**src/hdl/faultPkg.sv**
```systemverilog
package faultPkg;

  // FSR status codes, ARMv5 encoding
  typedef enum logic [3:0] {
    faultNone     = 4'b0000,
    transSection  = 4'b0101,
    transPage     = 4'b0111,
    domainSection = 4'b1001,
    domainPage    = 4'b1011,
    permSection   = 4'b1101,
    permPage      = 4'b1111
  } faultCode;

  // ========================================
  // Register widths
  // ========================================
  localparam int fsrBits = 8;   // Domain in 7:4, code in 3:0
  localparam int farBits = 32;  // Faulting virtual address

endpackage

```
**src/hdl/mmuPkg.sv**
```systemverilog
package mmuPkg;

  // ========================================
  // Field widths
  // ========================================
  localparam int vaTagBits     = 22;  // VA 31:10, 1 KB subpage grain
  localparam int ppnBits       = 22;  // PA 31:10
  localparam int domainBits    = 4;
  localparam int apBits        = 2;
  localparam int tableBaseBits = 18;  // TTB 31:14

  // ========================================
  // Descriptor formats
  // ========================================
  // Type field sits in bits 1:0 of every descriptor
  typedef enum logic [1:0] {
    descFault    = 2'b00,
    descCoarse   = 2'b01,  // First level, points at coarse table
    descSection  = 2'b10,  // First level, 1 MB mapping
    descReserved = 2'b11   // Fine table, not supported
  } descType;

  // Second level reuses the same encodings
  localparam descType descLarge = descCoarse;    // 64 KB page
  localparam descType descSmall = descSection;   // 4 KB page
  localparam descType descTiny  = descReserved;  // Treated as fault

  // Mapping size held per TLB entry
  typedef enum logic [1:0] {
    sizeSection = 2'b00,
    sizeLarge   = 2'b01,
    sizeSmall   = 2'b10
  } pageSize;

  // Walker FSM
  typedef enum logic [1:0] {
    walkIdle    = 2'b00,
    fetchFirst  = 2'b01,
    fetchSecond = 2'b10,
    fill        = 2'b11
  } walkState;

endpackage

```
**src/hdl/accessCheck.sv**
```systemverilog
`timescale 1ns/10ps

module accessCheck (
  input  logic                          clk,
  input  logic                          reset,
  input  logic                          lookupValid,
  input  logic                          hit,
  input  logic                          bypass,
  input  mmuPkg::pageSize               size,
  input  logic [mmuPkg::domainBits-1:0] domain,
  input  logic [mmuPkg::apBits-1:0]     ap,
  input  logic [mmuPkg::ppnBits-1:0]    physFrame,
  input  logic [31:0]                   virtAdr,
  input  logic                          privileged,
  input  logic                          write,
  input  logic [31:0]                   domainAccess,
  input  logic                          walkFault,
  input  faultPkg::faultCode            walkFaultCode,
  input  logic [mmuPkg::domainBits-1:0] walkDomain,
  output logic                          done,
  output logic                          abort,
  output logic [31:0]                   physAdr,
  output logic [faultPkg::fsrBits-1:0]  faultStatus
);

  localparam int frameTop = mmuPkg::ppnBits - 1;

  logic               hitValid;
  logic               isSection;
  logic               permOk;
  logic [1:0]         domField;
  faultPkg::faultCode hitCode;

  assign hitValid  = lookupValid & hit;
  assign isSection = (size == mmuPkg::sizeSection);
  assign domField  = domainAccess[2*domain +: 2];  // DACR field

  // AP rule, client domains only
  always_comb begin
    case (ap)
      2'b00:   permOk = 1'b0;
      2'b01:   permOk = privileged;
      2'b10:   permOk = privileged | ~write;  // User read only
      default: permOk = 1'b1;
    endcase
  end

  always_comb begin
    hitCode = faultPkg::faultNone;
    if (!bypass) begin
      case (domField)
        2'b11: hitCode = faultPkg::faultNone;  // Manager, no AP check
        2'b01: begin
          if (!permOk) hitCode = isSection ? faultPkg::permSection : faultPkg::permPage;
        end
        default: hitCode = isSection ? faultPkg::domainSection : faultPkg::domainPage;
      endcase
    end
  end

  // Frame plus page offset
  always_comb begin
    case (size)
      mmuPkg::sizeSection: physAdr = {physFrame[frameTop:10], virtAdr[19:0]};
      mmuPkg::sizeLarge:   physAdr = {physFrame[frameTop:6], virtAdr[15:0]};
      default:             physAdr = {physFrame[frameTop:2], virtAdr[11:0]};
    endcase
  end

  assign done        = hitValid & (hitCode == faultPkg::faultNone);
  assign abort       = walkFault | (hitValid & (hitCode != faultPkg::faultNone));
  assign faultStatus = walkFault ? {walkDomain, walkFaultCode} : {domain, hitCode};

  // Walk fault and lookup result never land together
  assert property (@(posedge clk) disable iff (reset) !(done && abort));

endmodule

```
**src/hdl/faultRegs.sv**
```systemverilog
`timescale 1ns/10ps

module faultRegs (
  input  logic                         clk,
  input  logic                         reset,
  input  logic                         abort,
  input  logic [faultPkg::fsrBits-1:0] faultStatus,
  input  logic [faultPkg::farBits-1:0] virtAdr,
  output logic [faultPkg::fsrBits-1:0] fsr,
  output logic [faultPkg::farBits-1:0] far
);

  // ========================================
  // Fault status and address
  // ========================================
  always_ff @(posedge clk, posedge reset) begin
    if (reset) begin
      fsr <= '0;
      far <= '0;
    end else if (abort) begin
      fsr <= faultStatus;  // Domain, then status code
      far <= virtAdr;      // Held until next abort
    end
  end

  // Every abort carries a real status code
  assert property (@(posedge clk) disable iff (reset)
    abort |=> fsr[3:0] != faultPkg::faultNone);

endmodule

```
**src/hdl/mmuTop.sv**
```systemverilog
`timescale 1ns/10ps

module mmuTop #(
  parameter int tlbEntries = 4
) (
  input  logic                             clk,
  input  logic                             reset,
  input  logic                             request,
  input  logic [31:0]                      virtAdr,
  input  logic                             write,
  input  logic                             privileged,
  input  logic                             mmuEnable,
  input  logic [mmuPkg::tableBaseBits-1:0] tableBase,
  input  logic [31:0]                      domainAccess,
  input  logic                             tlbFlush,
  input  logic                             walkReady,
  input  logic [31:0]                      walkData,
  output logic                             done,
  output logic                             abort,
  output logic [31:0]                      physAdr,
  output logic                             walkReq,
  output logic [31:0]                      walkAdr,
  output logic [faultPkg::fsrBits-1:0]     fsr,
  output logic [faultPkg::farBits-1:0]     far
);

  // Lookup result
  logic                          lookupValid, hit, bypass;
  logic [mmuPkg::ppnBits-1:0]    physFrame;
  mmuPkg::pageSize               size;
  logic [mmuPkg::domainBits-1:0] domain;
  logic [mmuPkg::apBits-1:0]     ap;
  // Walker to TLB and checker
  logic                          walkBusy, walkFault, fillValid;
  faultPkg::faultCode            walkFaultCode;
  logic [mmuPkg::domainBits-1:0] walkDomain, fillDomain;
  logic [mmuPkg::vaTagBits-1:0]  fillTag;
  logic [mmuPkg::ppnBits-1:0]    fillFrame;
  mmuPkg::pageSize               fillSize;
  logic [mmuPkg::apBits-1:0]     fillAp;
  logic [faultPkg::fsrBits-1:0]  faultStatus;

  translationTlb #(.tlbEntries(tlbEntries)) u_lookup (
    .clk, .reset, .request, .virtAdr, .mmuEnable, .walkBusy, .tlbFlush,
    .fillValid, .fillTag, .fillFrame, .fillSize, .fillDomain, .fillAp,
    .lookupValid, .hit, .physFrame, .size, .domain, .ap, .bypass
  );

  tableWalker u_walk (
    .clk, .reset, .lookupValid, .hit, .virtAdr, .tableBase, .walkReady, .walkData,
    .walkReq, .walkAdr, .walkBusy, .walkFault, .walkFaultCode, .walkDomain,
    .fillValid, .fillTag, .fillFrame, .fillSize, .fillDomain, .fillAp
  );

  accessCheck u_check (
    .clk, .reset, .lookupValid, .hit, .bypass, .size, .domain, .ap, .physFrame,
    .virtAdr, .privileged, .write, .domainAccess, .walkFault, .walkFaultCode,
    .walkDomain, .done, .abort, .physAdr, .faultStatus
  );

  faultRegs u_record (
    .clk, .reset, .abort, .faultStatus, .virtAdr, .fsr, .far
  );

endmodule

```
**src/hdl/tableWalker.sv**
```systemverilog
`timescale 1ns/10ps

module tableWalker (
  input  logic                             clk,
  input  logic                             reset,
  input  logic                             lookupValid,
  input  logic                             hit,
  input  logic [31:0]                      virtAdr,
  input  logic [mmuPkg::tableBaseBits-1:0] tableBase,
  input  logic                             walkReady,
  input  logic [31:0]                      walkData,
  output logic                             walkReq,
  output logic [31:0]                      walkAdr,
  output logic                             walkBusy,
  output logic                             walkFault,
  output faultPkg::faultCode               walkFaultCode,
  output logic [mmuPkg::domainBits-1:0]    walkDomain,
  output logic                             fillValid,
  output logic [mmuPkg::vaTagBits-1:0]     fillTag,
  output logic [mmuPkg::ppnBits-1:0]       fillFrame,
  output mmuPkg::pageSize                  fillSize,
  output logic [mmuPkg::domainBits-1:0]    fillDomain,
  output logic [mmuPkg::apBits-1:0]        fillAp
);

  mmuPkg::walkState state;
  mmuPkg::descType  descKind;

  // Pick one of four AP fields from a second-level descriptor
  function automatic logic [mmuPkg::apBits-1:0] subpageAp(
    input logic [31:0] desc,
    input logic [1:0]  sel
  );
    case (sel)
      2'b00:   subpageAp = desc[5:4];
      2'b01:   subpageAp = desc[7:6];
      2'b10:   subpageAp = desc[9:8];
      default: subpageAp = desc[11:10];
    endcase
  endfunction

  assign descKind   = mmuPkg::descType'(walkData[1:0]);
  assign fillValid  = (state == mmuPkg::fill);  // Single fill cycle
  assign walkBusy   = (state != mmuPkg::walkIdle) | walkFault;
  assign walkDomain = fillDomain;               // Latched from first level
  assign fillTag    = virtAdr[31:10];           // CPU holds VA through walk

  // ========================================
  // Walk FSM
  // ========================================
  always_ff @(posedge clk, posedge reset) begin
    if (reset) begin
      state     <= mmuPkg::walkIdle;
      walkReq   <= 1'b0;
      walkFault <= 1'b0;
    end else begin
      walkFault <= 1'b0;  // Pulse
      case (state)
        mmuPkg::walkIdle: begin
          if (lookupValid && !hit) begin  // TLB miss
            state   <= mmuPkg::fetchFirst;
            walkReq <= 1'b1;
          end
        end
        mmuPkg::fetchFirst: begin
          if (walkReady) begin
            case (descKind)
              mmuPkg::descSection: begin
                state   <= mmuPkg::fill;
                walkReq <= 1'b0;
              end
              mmuPkg::descCoarse: state <= mmuPkg::fetchSecond;  // Request stays up
              mmuPkg::descFault, mmuPkg::descReserved: begin
                state     <= mmuPkg::walkIdle;
                walkReq   <= 1'b0;
                walkFault <= 1'b1;
              end
            endcase
          end
        end
        mmuPkg::fetchSecond: begin
          if (walkReady) begin
            walkReq <= 1'b0;
            case (descKind)
              mmuPkg::descLarge, mmuPkg::descSmall: state <= mmuPkg::fill;
              mmuPkg::descFault, mmuPkg::descTiny: begin
                state     <= mmuPkg::walkIdle;
                walkFault <= 1'b1;
              end
            endcase
          end
        end
        default: state <= mmuPkg::walkIdle;  // Leaving fill
      endcase
    end
  end

  // ========================================
  // Address and entry payload
  // ========================================
  always_ff @(posedge clk) begin
    case (state)
      mmuPkg::walkIdle: walkAdr <= {tableBase, virtAdr[31:20], 2'b00};  // L1 index
      mmuPkg::fetchFirst: begin
        if (walkReady) begin
          walkAdr       <= {walkData[31:10], virtAdr[19:12], 2'b00};  // L2 index
          fillDomain    <= walkData[8:5];
          fillFrame     <= {walkData[31:20], 10'b0};
          fillSize      <= mmuPkg::sizeSection;
          fillAp        <= walkData[11:10];
          walkFaultCode <= faultPkg::transSection;
        end
      end
      mmuPkg::fetchSecond: begin
        if (walkReady) begin
          if (descKind == mmuPkg::descLarge) begin
            fillFrame <= {walkData[31:16], 6'b0};
            fillSize  <= mmuPkg::sizeLarge;
            fillAp    <= subpageAp(walkData, virtAdr[15:14]);  // 16 KB subpage
          end else begin
            fillFrame <= {walkData[31:12], 2'b0};
            fillSize  <= mmuPkg::sizeSmall;
            fillAp    <= subpageAp(walkData, virtAdr[11:10]);  // 1 KB subpage
          end
          walkFaultCode <= faultPkg::transPage;
        end
      end
      default: ;
    endcase
  end

  assert property (@(posedge clk) disable iff (reset)
    walkReq |-> (state == mmuPkg::fetchFirst || state == mmuPkg::fetchSecond));

  // Slow memory only stretches the read
  assert property (@(posedge clk) disable iff (reset)
    walkReq && !walkReady |=> walkReq && $stable(walkAdr));

endmodule

```
**src/hdl/translationTlb.sv**
```systemverilog
`timescale 1ns/10ps

module translationTlb #(
  parameter int tlbEntries = 4
) (
  input  logic                             clk,
  input  logic                             reset,
  input  logic                             request,
  input  logic [31:0]                      virtAdr,
  input  logic                             mmuEnable,
  input  logic                             walkBusy,
  input  logic                             tlbFlush,
  input  logic                             fillValid,
  input  logic [mmuPkg::vaTagBits-1:0]     fillTag,
  input  logic [mmuPkg::ppnBits-1:0]       fillFrame,
  input  mmuPkg::pageSize                  fillSize,
  input  logic [mmuPkg::domainBits-1:0]    fillDomain,
  input  logic [mmuPkg::apBits-1:0]        fillAp,
  output logic                             lookupValid,
  output logic                             hit,
  output logic [mmuPkg::ppnBits-1:0]       physFrame,
  output mmuPkg::pageSize                  size,
  output logic [mmuPkg::domainBits-1:0]    domain,
  output logic [mmuPkg::apBits-1:0]        ap,
  output logic                             bypass
);

  localparam int ptrBits = $clog2(tlbEntries);
  localparam int tagTop  = mmuPkg::vaTagBits - 1;

  // ========================================
  // Entry storage
  // ========================================
  logic [tlbEntries-1:0]             entryValid;
  logic [mmuPkg::vaTagBits-1:0]      entryTag    [tlbEntries];
  logic [mmuPkg::ppnBits-1:0]        entryFrame  [tlbEntries];
  mmuPkg::pageSize                   entrySize   [tlbEntries];
  logic [mmuPkg::domainBits-1:0]     entryDomain [tlbEntries];
  logic [mmuPkg::apBits-1:0]         entryAp     [tlbEntries];
  logic [ptrBits-1:0]                fillPtr;     // Round-robin victim
  logic [tlbEntries-1:0]             match;
  logic [ptrBits-1:0]                matchIdx;
  logic                              startLookup;

  // lookupValid doubles as the pending flag
  assign startLookup = request & ~lookupValid & ~walkBusy;

  // Tag compare masked by mapping size
  always_comb begin
    for (int i = 0; i < tlbEntries; i++) begin
      case (entrySize[i])
        mmuPkg::sizeSection: match[i] = entryTag[i][tagTop:10] == virtAdr[31:20];
        mmuPkg::sizeLarge:   match[i] = entryTag[i][tagTop:4] == virtAdr[31:14];
        default:             match[i] = entryTag[i] == virtAdr[31:10];
      endcase
      match[i] = match[i] & entryValid[i];
    end
  end

  // Lowest matching index wins
  always_comb begin
    matchIdx = '0;
    for (int i = tlbEntries - 1; i >= 0; i--) begin
      if (match[i]) matchIdx = ptrBits'(i);
    end
  end

  always_ff @(posedge clk, posedge reset) begin
    if (reset) begin
      entryValid <= '0;
      fillPtr    <= '0;
    end else if (tlbFlush) begin
      entryValid <= '0;  // Flush beats a same-cycle fill
    end else if (fillValid) begin
      entryValid[fillPtr] <= 1'b1;
      fillPtr             <= fillPtr + 1'b1;  // Wraps, power of two
    end
  end

  always_ff @(posedge clk) begin
    if (fillValid) begin
      entryTag[fillPtr]    <= fillTag;
      entryFrame[fillPtr]  <= fillFrame;
      entrySize[fillPtr]   <= fillSize;
      entryDomain[fillPtr] <= fillDomain;
      entryAp[fillPtr]     <= fillAp;
    end
  end

  // ========================================
  // Registered lookup result
  // ========================================
  always_ff @(posedge clk, posedge reset) begin
    if (reset) begin
      lookupValid <= 1'b0;
      hit         <= 1'b0;
      bypass      <= 1'b0;
    end else begin
      lookupValid <= startLookup;  // One-cycle pulse
      if (startLookup) begin
        hit    <= ~mmuEnable | (|match);
        bypass <= ~mmuEnable;
      end
    end
  end

  always_ff @(posedge clk) begin
    if (startLookup) begin
      if (!mmuEnable) begin
        physFrame <= virtAdr[31:10];  // Identity map
        size      <= mmuPkg::sizeSmall;
        domain    <= '0;
        ap        <= '0;
      end else begin
        physFrame <= entryFrame[matchIdx];
        size      <= entrySize[matchIdx];
        domain    <= entryDomain[matchIdx];
        ap        <= entryAp[matchIdx];
      end
    end
  end

  // Walker never fills while a lookup result is out
  assert property (@(posedge clk) disable iff (reset) !(fillValid && lookupValid));

endmodule

```
**config.mk**
```make
export PLATFORM = sky130hd
export DESIGN_NAME = mmuTop
export DESIGN_NICKNAME = d
export VERILOG_FILES = /design/src/hdl/faultPkg.sv /design/src/hdl/mmuPkg.sv /design/src/hdl/accessCheck.sv /design/src/hdl/faultRegs.sv /design/src/hdl/mmuTop.sv /design/src/hdl/tableWalker.sv /design/src/hdl/translationTlb.sv
export SDC_FILE = /design/constraint.sdc
export NUM_CORES = 1
export LEC_CHECK = 0
export BUFFER_PORTS_ARGS = -buffer_cell sky130_fd_sc_hd__buf_2
export CORE_MARGIN = 10
export CORE_UTILIZATION = 30
export CTS_BUF_LIST = sky130_fd_sc_hd__clkbuf_4
export DETAILED_ROUTE_END_ITERATION = 7
export PLACE_DENSITY = 0.49
export SLEW_MARGIN = 20
export SYNTH_ARGS = -nofsm -noshare
export SYNTH_HDL_FRONTEND = slang
export SYNTH_SLANG_ARGS = --single-unit
```
**constraint.sdc**
```tcl
create_clock -name clk -period 5.6 [get_ports clk]
set_input_delay 0 -clock clk [delete_from_list [all_inputs] [get_ports clk]]
set_output_delay 0 -clock clk [all_outputs]
set_load 0.005 [all_outputs]
```
==> results.md <==
- Starting Density: 30.4%
- Hpwl dp: 25.8 mm
- Initial DRC Count: 446
- I/O pin total: 229
- TritonCTS buffer count: 96
- Largest net degree at the start of global routing: 52
- F_max: 227 MHz
- WL per Instance: 20.1 um
- Avg Inst Size Synth: 15.6 sq um
- Slowest stage delay, CP: 640 ps
- DR DRC count: 0
- Seq pwr share: 47.4%
- Post-Syn Instances: 933
- Antenna viol nets, final: 0
- Status: finished, final reports clean
- Most numerous cell in the Yosys netlist: edfxtp_1
- Post-Syn Area: 14600 sq um
- Leakage power: 0.00740 uW
- Ys flop type: edfxtp_1
- Gpl congestion: 0.752
- Unrepaired setup endpoints after global routing: false
- Synthesis-to-finish area growth: 31.3%
- Worst clock skew: 58.5 ps
- Fin. Hold Viols: 0
- Sequential share of the synthesized area: 68.3%
- CP Data Required Time: 5600 ps
- Fin crit period: 4400 ps
- Internal power: 5490 uW
- Largest cells by area after synthesis: edfxtp_1 59%, dfrtp_1 9.1%, mux2_2 6.9%
- Skew-Pair Late Insertion Delay: 810 ps
- Maxcap violations: 0
- Pre-CTS WS: 1880 ps
- Synth top cells by count: 287 x edfxtp_1, 89 x mux2_2, 53 x dfrtp_1
- Max-Slew Margin vs Limit: 27.2%
- Vias per std cell: 4.59
- Core area: 47800 sq um
- Setup violators final: 0
- Sequential cell area: 9940 sq um
- Die Y: 240 um
- PD cells: 400 nW/um^2
- Chip width: 240 um
- Footprint of the multi-input gates: 4120 sq um
- CTS sink count: 340
- Final #Nets: 1486
- Sw Pwr: 2160 uW
- R2R setup slack: 1730 ps
- # fillers: 4536
- Yosys warns: 0
- Logic pwr share: 21.2%
- Synth area leader: edfxtp_1
- Worst Path Arrival: 4400 ps
- Worst hold path type: in -> reg
- CTS H-Tree Depth: 3
- Std cell rows: 80
- Top cell type's share of synthesized area: 59.2%
- WS Path Type: reg -> out
- CTS resizes: 0
- Crit-path leading delay family: multiplexers
- CP Launch Type: register
- CP Cell Sequence: mux4_1, dlygate4sd3_1, mux4_2, o21a_1, nor3_4, nor2_4, buf_12, inv_1, buf_2
- First-pass GRT wire length: 61.9 mm
- Post-synth ARST share: 15.6%
- Post-CTS Setup Bufs: 0
- Total track usage: 14.3%
- Peak supply drop: 0.000166 V
- Clock root buffer: clkbuf_4
- CTS tree: done
- Synthesized flop and latch total: 340
- Clock share of power: 31.4%
- Vias post-DR: 9418
- Netlist cell types: 56
- Antenna violations before repair: 2
- PortBufs: 224
- Period utilization: 78.5%
- Final WS setup: 1200 ps
- TritonRoute pass-1 iters: 4
- Worst-margin pin slew: 1090 ps
- Post-synth EDFFs: 287
- Slowest CP cell: edfxtp_1
- WP buf/inv: 4
- Slew Limit Fails: 0
- Crit path max fanout: 23
- CP Capture Type: output pin
- Setup TNS Final: 0 ps
- Die Area: 57800 sq um
- Routed wire length: 41.2 mm
- Number of global-route vias before repair: 10200
- GRT Residual Overflow: 0
- Clock buffer depth: 3
- Switch share: 28.2%
- Layout cell share with drive strength beyond 1: 35.1%
- Reg clk slew, reported paths: 60 ps
==> cell type report <==
type | count | share of cell area [%]
diodes | 2 | 0.0262
clock buffers | 145 | 5.69
clock inverters | 35 | 1.19
inverters | 33 | 0.648
multi-input cells | 483 | 21.5
flip-flops and latches | 340 | 52.0
well taps | 615 | 4.02
repair buffers | 399 | 14.9
==> state kept, by name, indices dropped and copies added, names as in the netlist, 4 cells and up <==
name,flops
u_walk.fillDomain,4
u_lookup.entryFrame,80
u_lookup.entryValid,4
u_lookup.entryAp,8
u_record.far,32
u_record.fsr,8
u_lookup.physFrame,20
u_walk.fillFrame,20
u_lookup.entryDomain,16
u_lookup.domain,4
u_lookup.entrySize,8
u_walk.walkAdr,30
u_lookup.entryTag,88
==> power groups by stage <==
| stage | Clock, uW | Combinational [uW] | Sequential, uW |
|---|---|---|---|
| final | 2400 | 1620 | 3620 |
| after global routing | 2650 | 1780 | 3680 |
| after CTS | 2500 | 1660 | 3630 |
| after detailed placement | 0 | 1540 | 3670 |
| after global placement | 0 | 1520 | 3660 |
| after floorplan | 0 | 849 | 3640 |
==> worst register-to-register path, cell delays in order, from the launching register on <==
cell	delay [ps]
edfxtp_1	640
mux4_1	620
dlygate4sd3_1	580
mux4_2	490
o21a_1	170
nor3_4	490
nor2_4	210
buf_12	240
mux2_4	320
==> metrics by stage <==
step | cell area, sq um | hold slack, ps | power, uW | utilization [%] | cells
final | 19100 | 100 | 7650 | 40.0 | 2052
after global routing | 19100 | 37.2 | 8100 | 40.0 | 2052
after CTS | 19100 | 13.3 | 7790 | 40.0 | 2050
after detailed placement | 16200 | 171 | 5220 | 33.9 | 1710
after global placement | 16200 | 163 | 5170 | 33.8 | 1709
after floorplan | 14600 | 66.4 | 4490 | - | 934
==> per-layer routing <==
metal	share of wire, %	track usage, %	vias up
met5	0	0	-
met2	49	23.7	283
met3	6.1	3.95	72
met4	2.2	5.56	0
li1	-	-	4436
met1	43	17.3	4627
==> placed cells by master (no fill, tap or decap), types with 3 or more instances in the layout <==
| cell type | n |
|---|---|
| edfxtp_1 | 287 |
| buf_2 | 224 |
| dlygate4sd3_1 | 160 |
| clkbuf_4 | 145 |
| mux2_2 | 89 |
| dfrtp_1 | 53 |
| xnor2_1 | 52 |
| o211ai_1 | 40 |
| xor2_1 | 37 |
| a21oi_1 | 35 |
| mux2i_1 | 32 |
| inv_1 | 31 |
| clkinv_1 | 25 |
| o21ai_0 | 21 |
| a22o_1 | 20 |
| nor2_1 | 20 |
| nand2_1 | 16 |
| nand4_1 | 14 |
| buf_4 | 14 |
| nor4_1 | 13 |
| nand3_1 | 10 |
| ha_1 | 10 |
| and2_1 | 9 |
| mux4_1 | 8 |
| and2_2 | 4 |
| o41ai_1 | 4 |
| nand2b_1 | 4 |
| clkinv_2 | 4 |
| a31oi_1 | 3 |
| o22ai_1 | 3 |
| nor3_1 | 3 |
| o21a_1 | 3 |
| bufinv_16 | 3 |
==> final timing paths <==
kind,startpoint,to,depth (start not counted)
min,walkData[12],u_walk.fillFrame[2]$_SDFFCE_PP0P_,3
min in group asynchronous,reset,u_record.far[29]$_DFFE_PP0P_,4
max in group asynchronous,reset,u_record.fsr[7]$_DFFE_PP0P_,5
min reg2reg,u_record.fsr[0]$_DFFE_PP0P_,u_record.fsr[0]$_DFFE_PP0P_,1
max,u_lookup.domain[0]$_SDFFCE_PN0P_,abort,9
max reg2reg,u_lookup.domain[0]$_SDFFCE_PN0P_,u_record.far[24]$_DFFE_PP0P_,8
==> what timing repair did <==
item | CTS | global route
endpoints found under the hold margin | 332 | 0
hold buffers | 160 | 0
endpoints found under the setup margin | 0 | 0
==> kinds of logic (layout without fill, tap and decap cells) <==
| logic type | count (synthesis) | in the layout | share of synthesized area (%) |
|---|---|---|---|
| muxes | 132 | 132 | 10.9 |
| DFF | 340 | 340 | 68.3 |
| buffers and inverters | 111 | 612 | 3.77 |
| AOI/OAI and AO/OA | 143 | 143 | 6.65 |
| adders and majority gates | 11 | 11 | 0.945 |
| other | 1 | 4 | 0.0258 |
| xor gates and xnor gates | 89 | 89 | 5.35 |
| and+or+nand+nor | 106 | 106 | 4.03 |
Note: power is estimated with default switching activity, not from simulation.
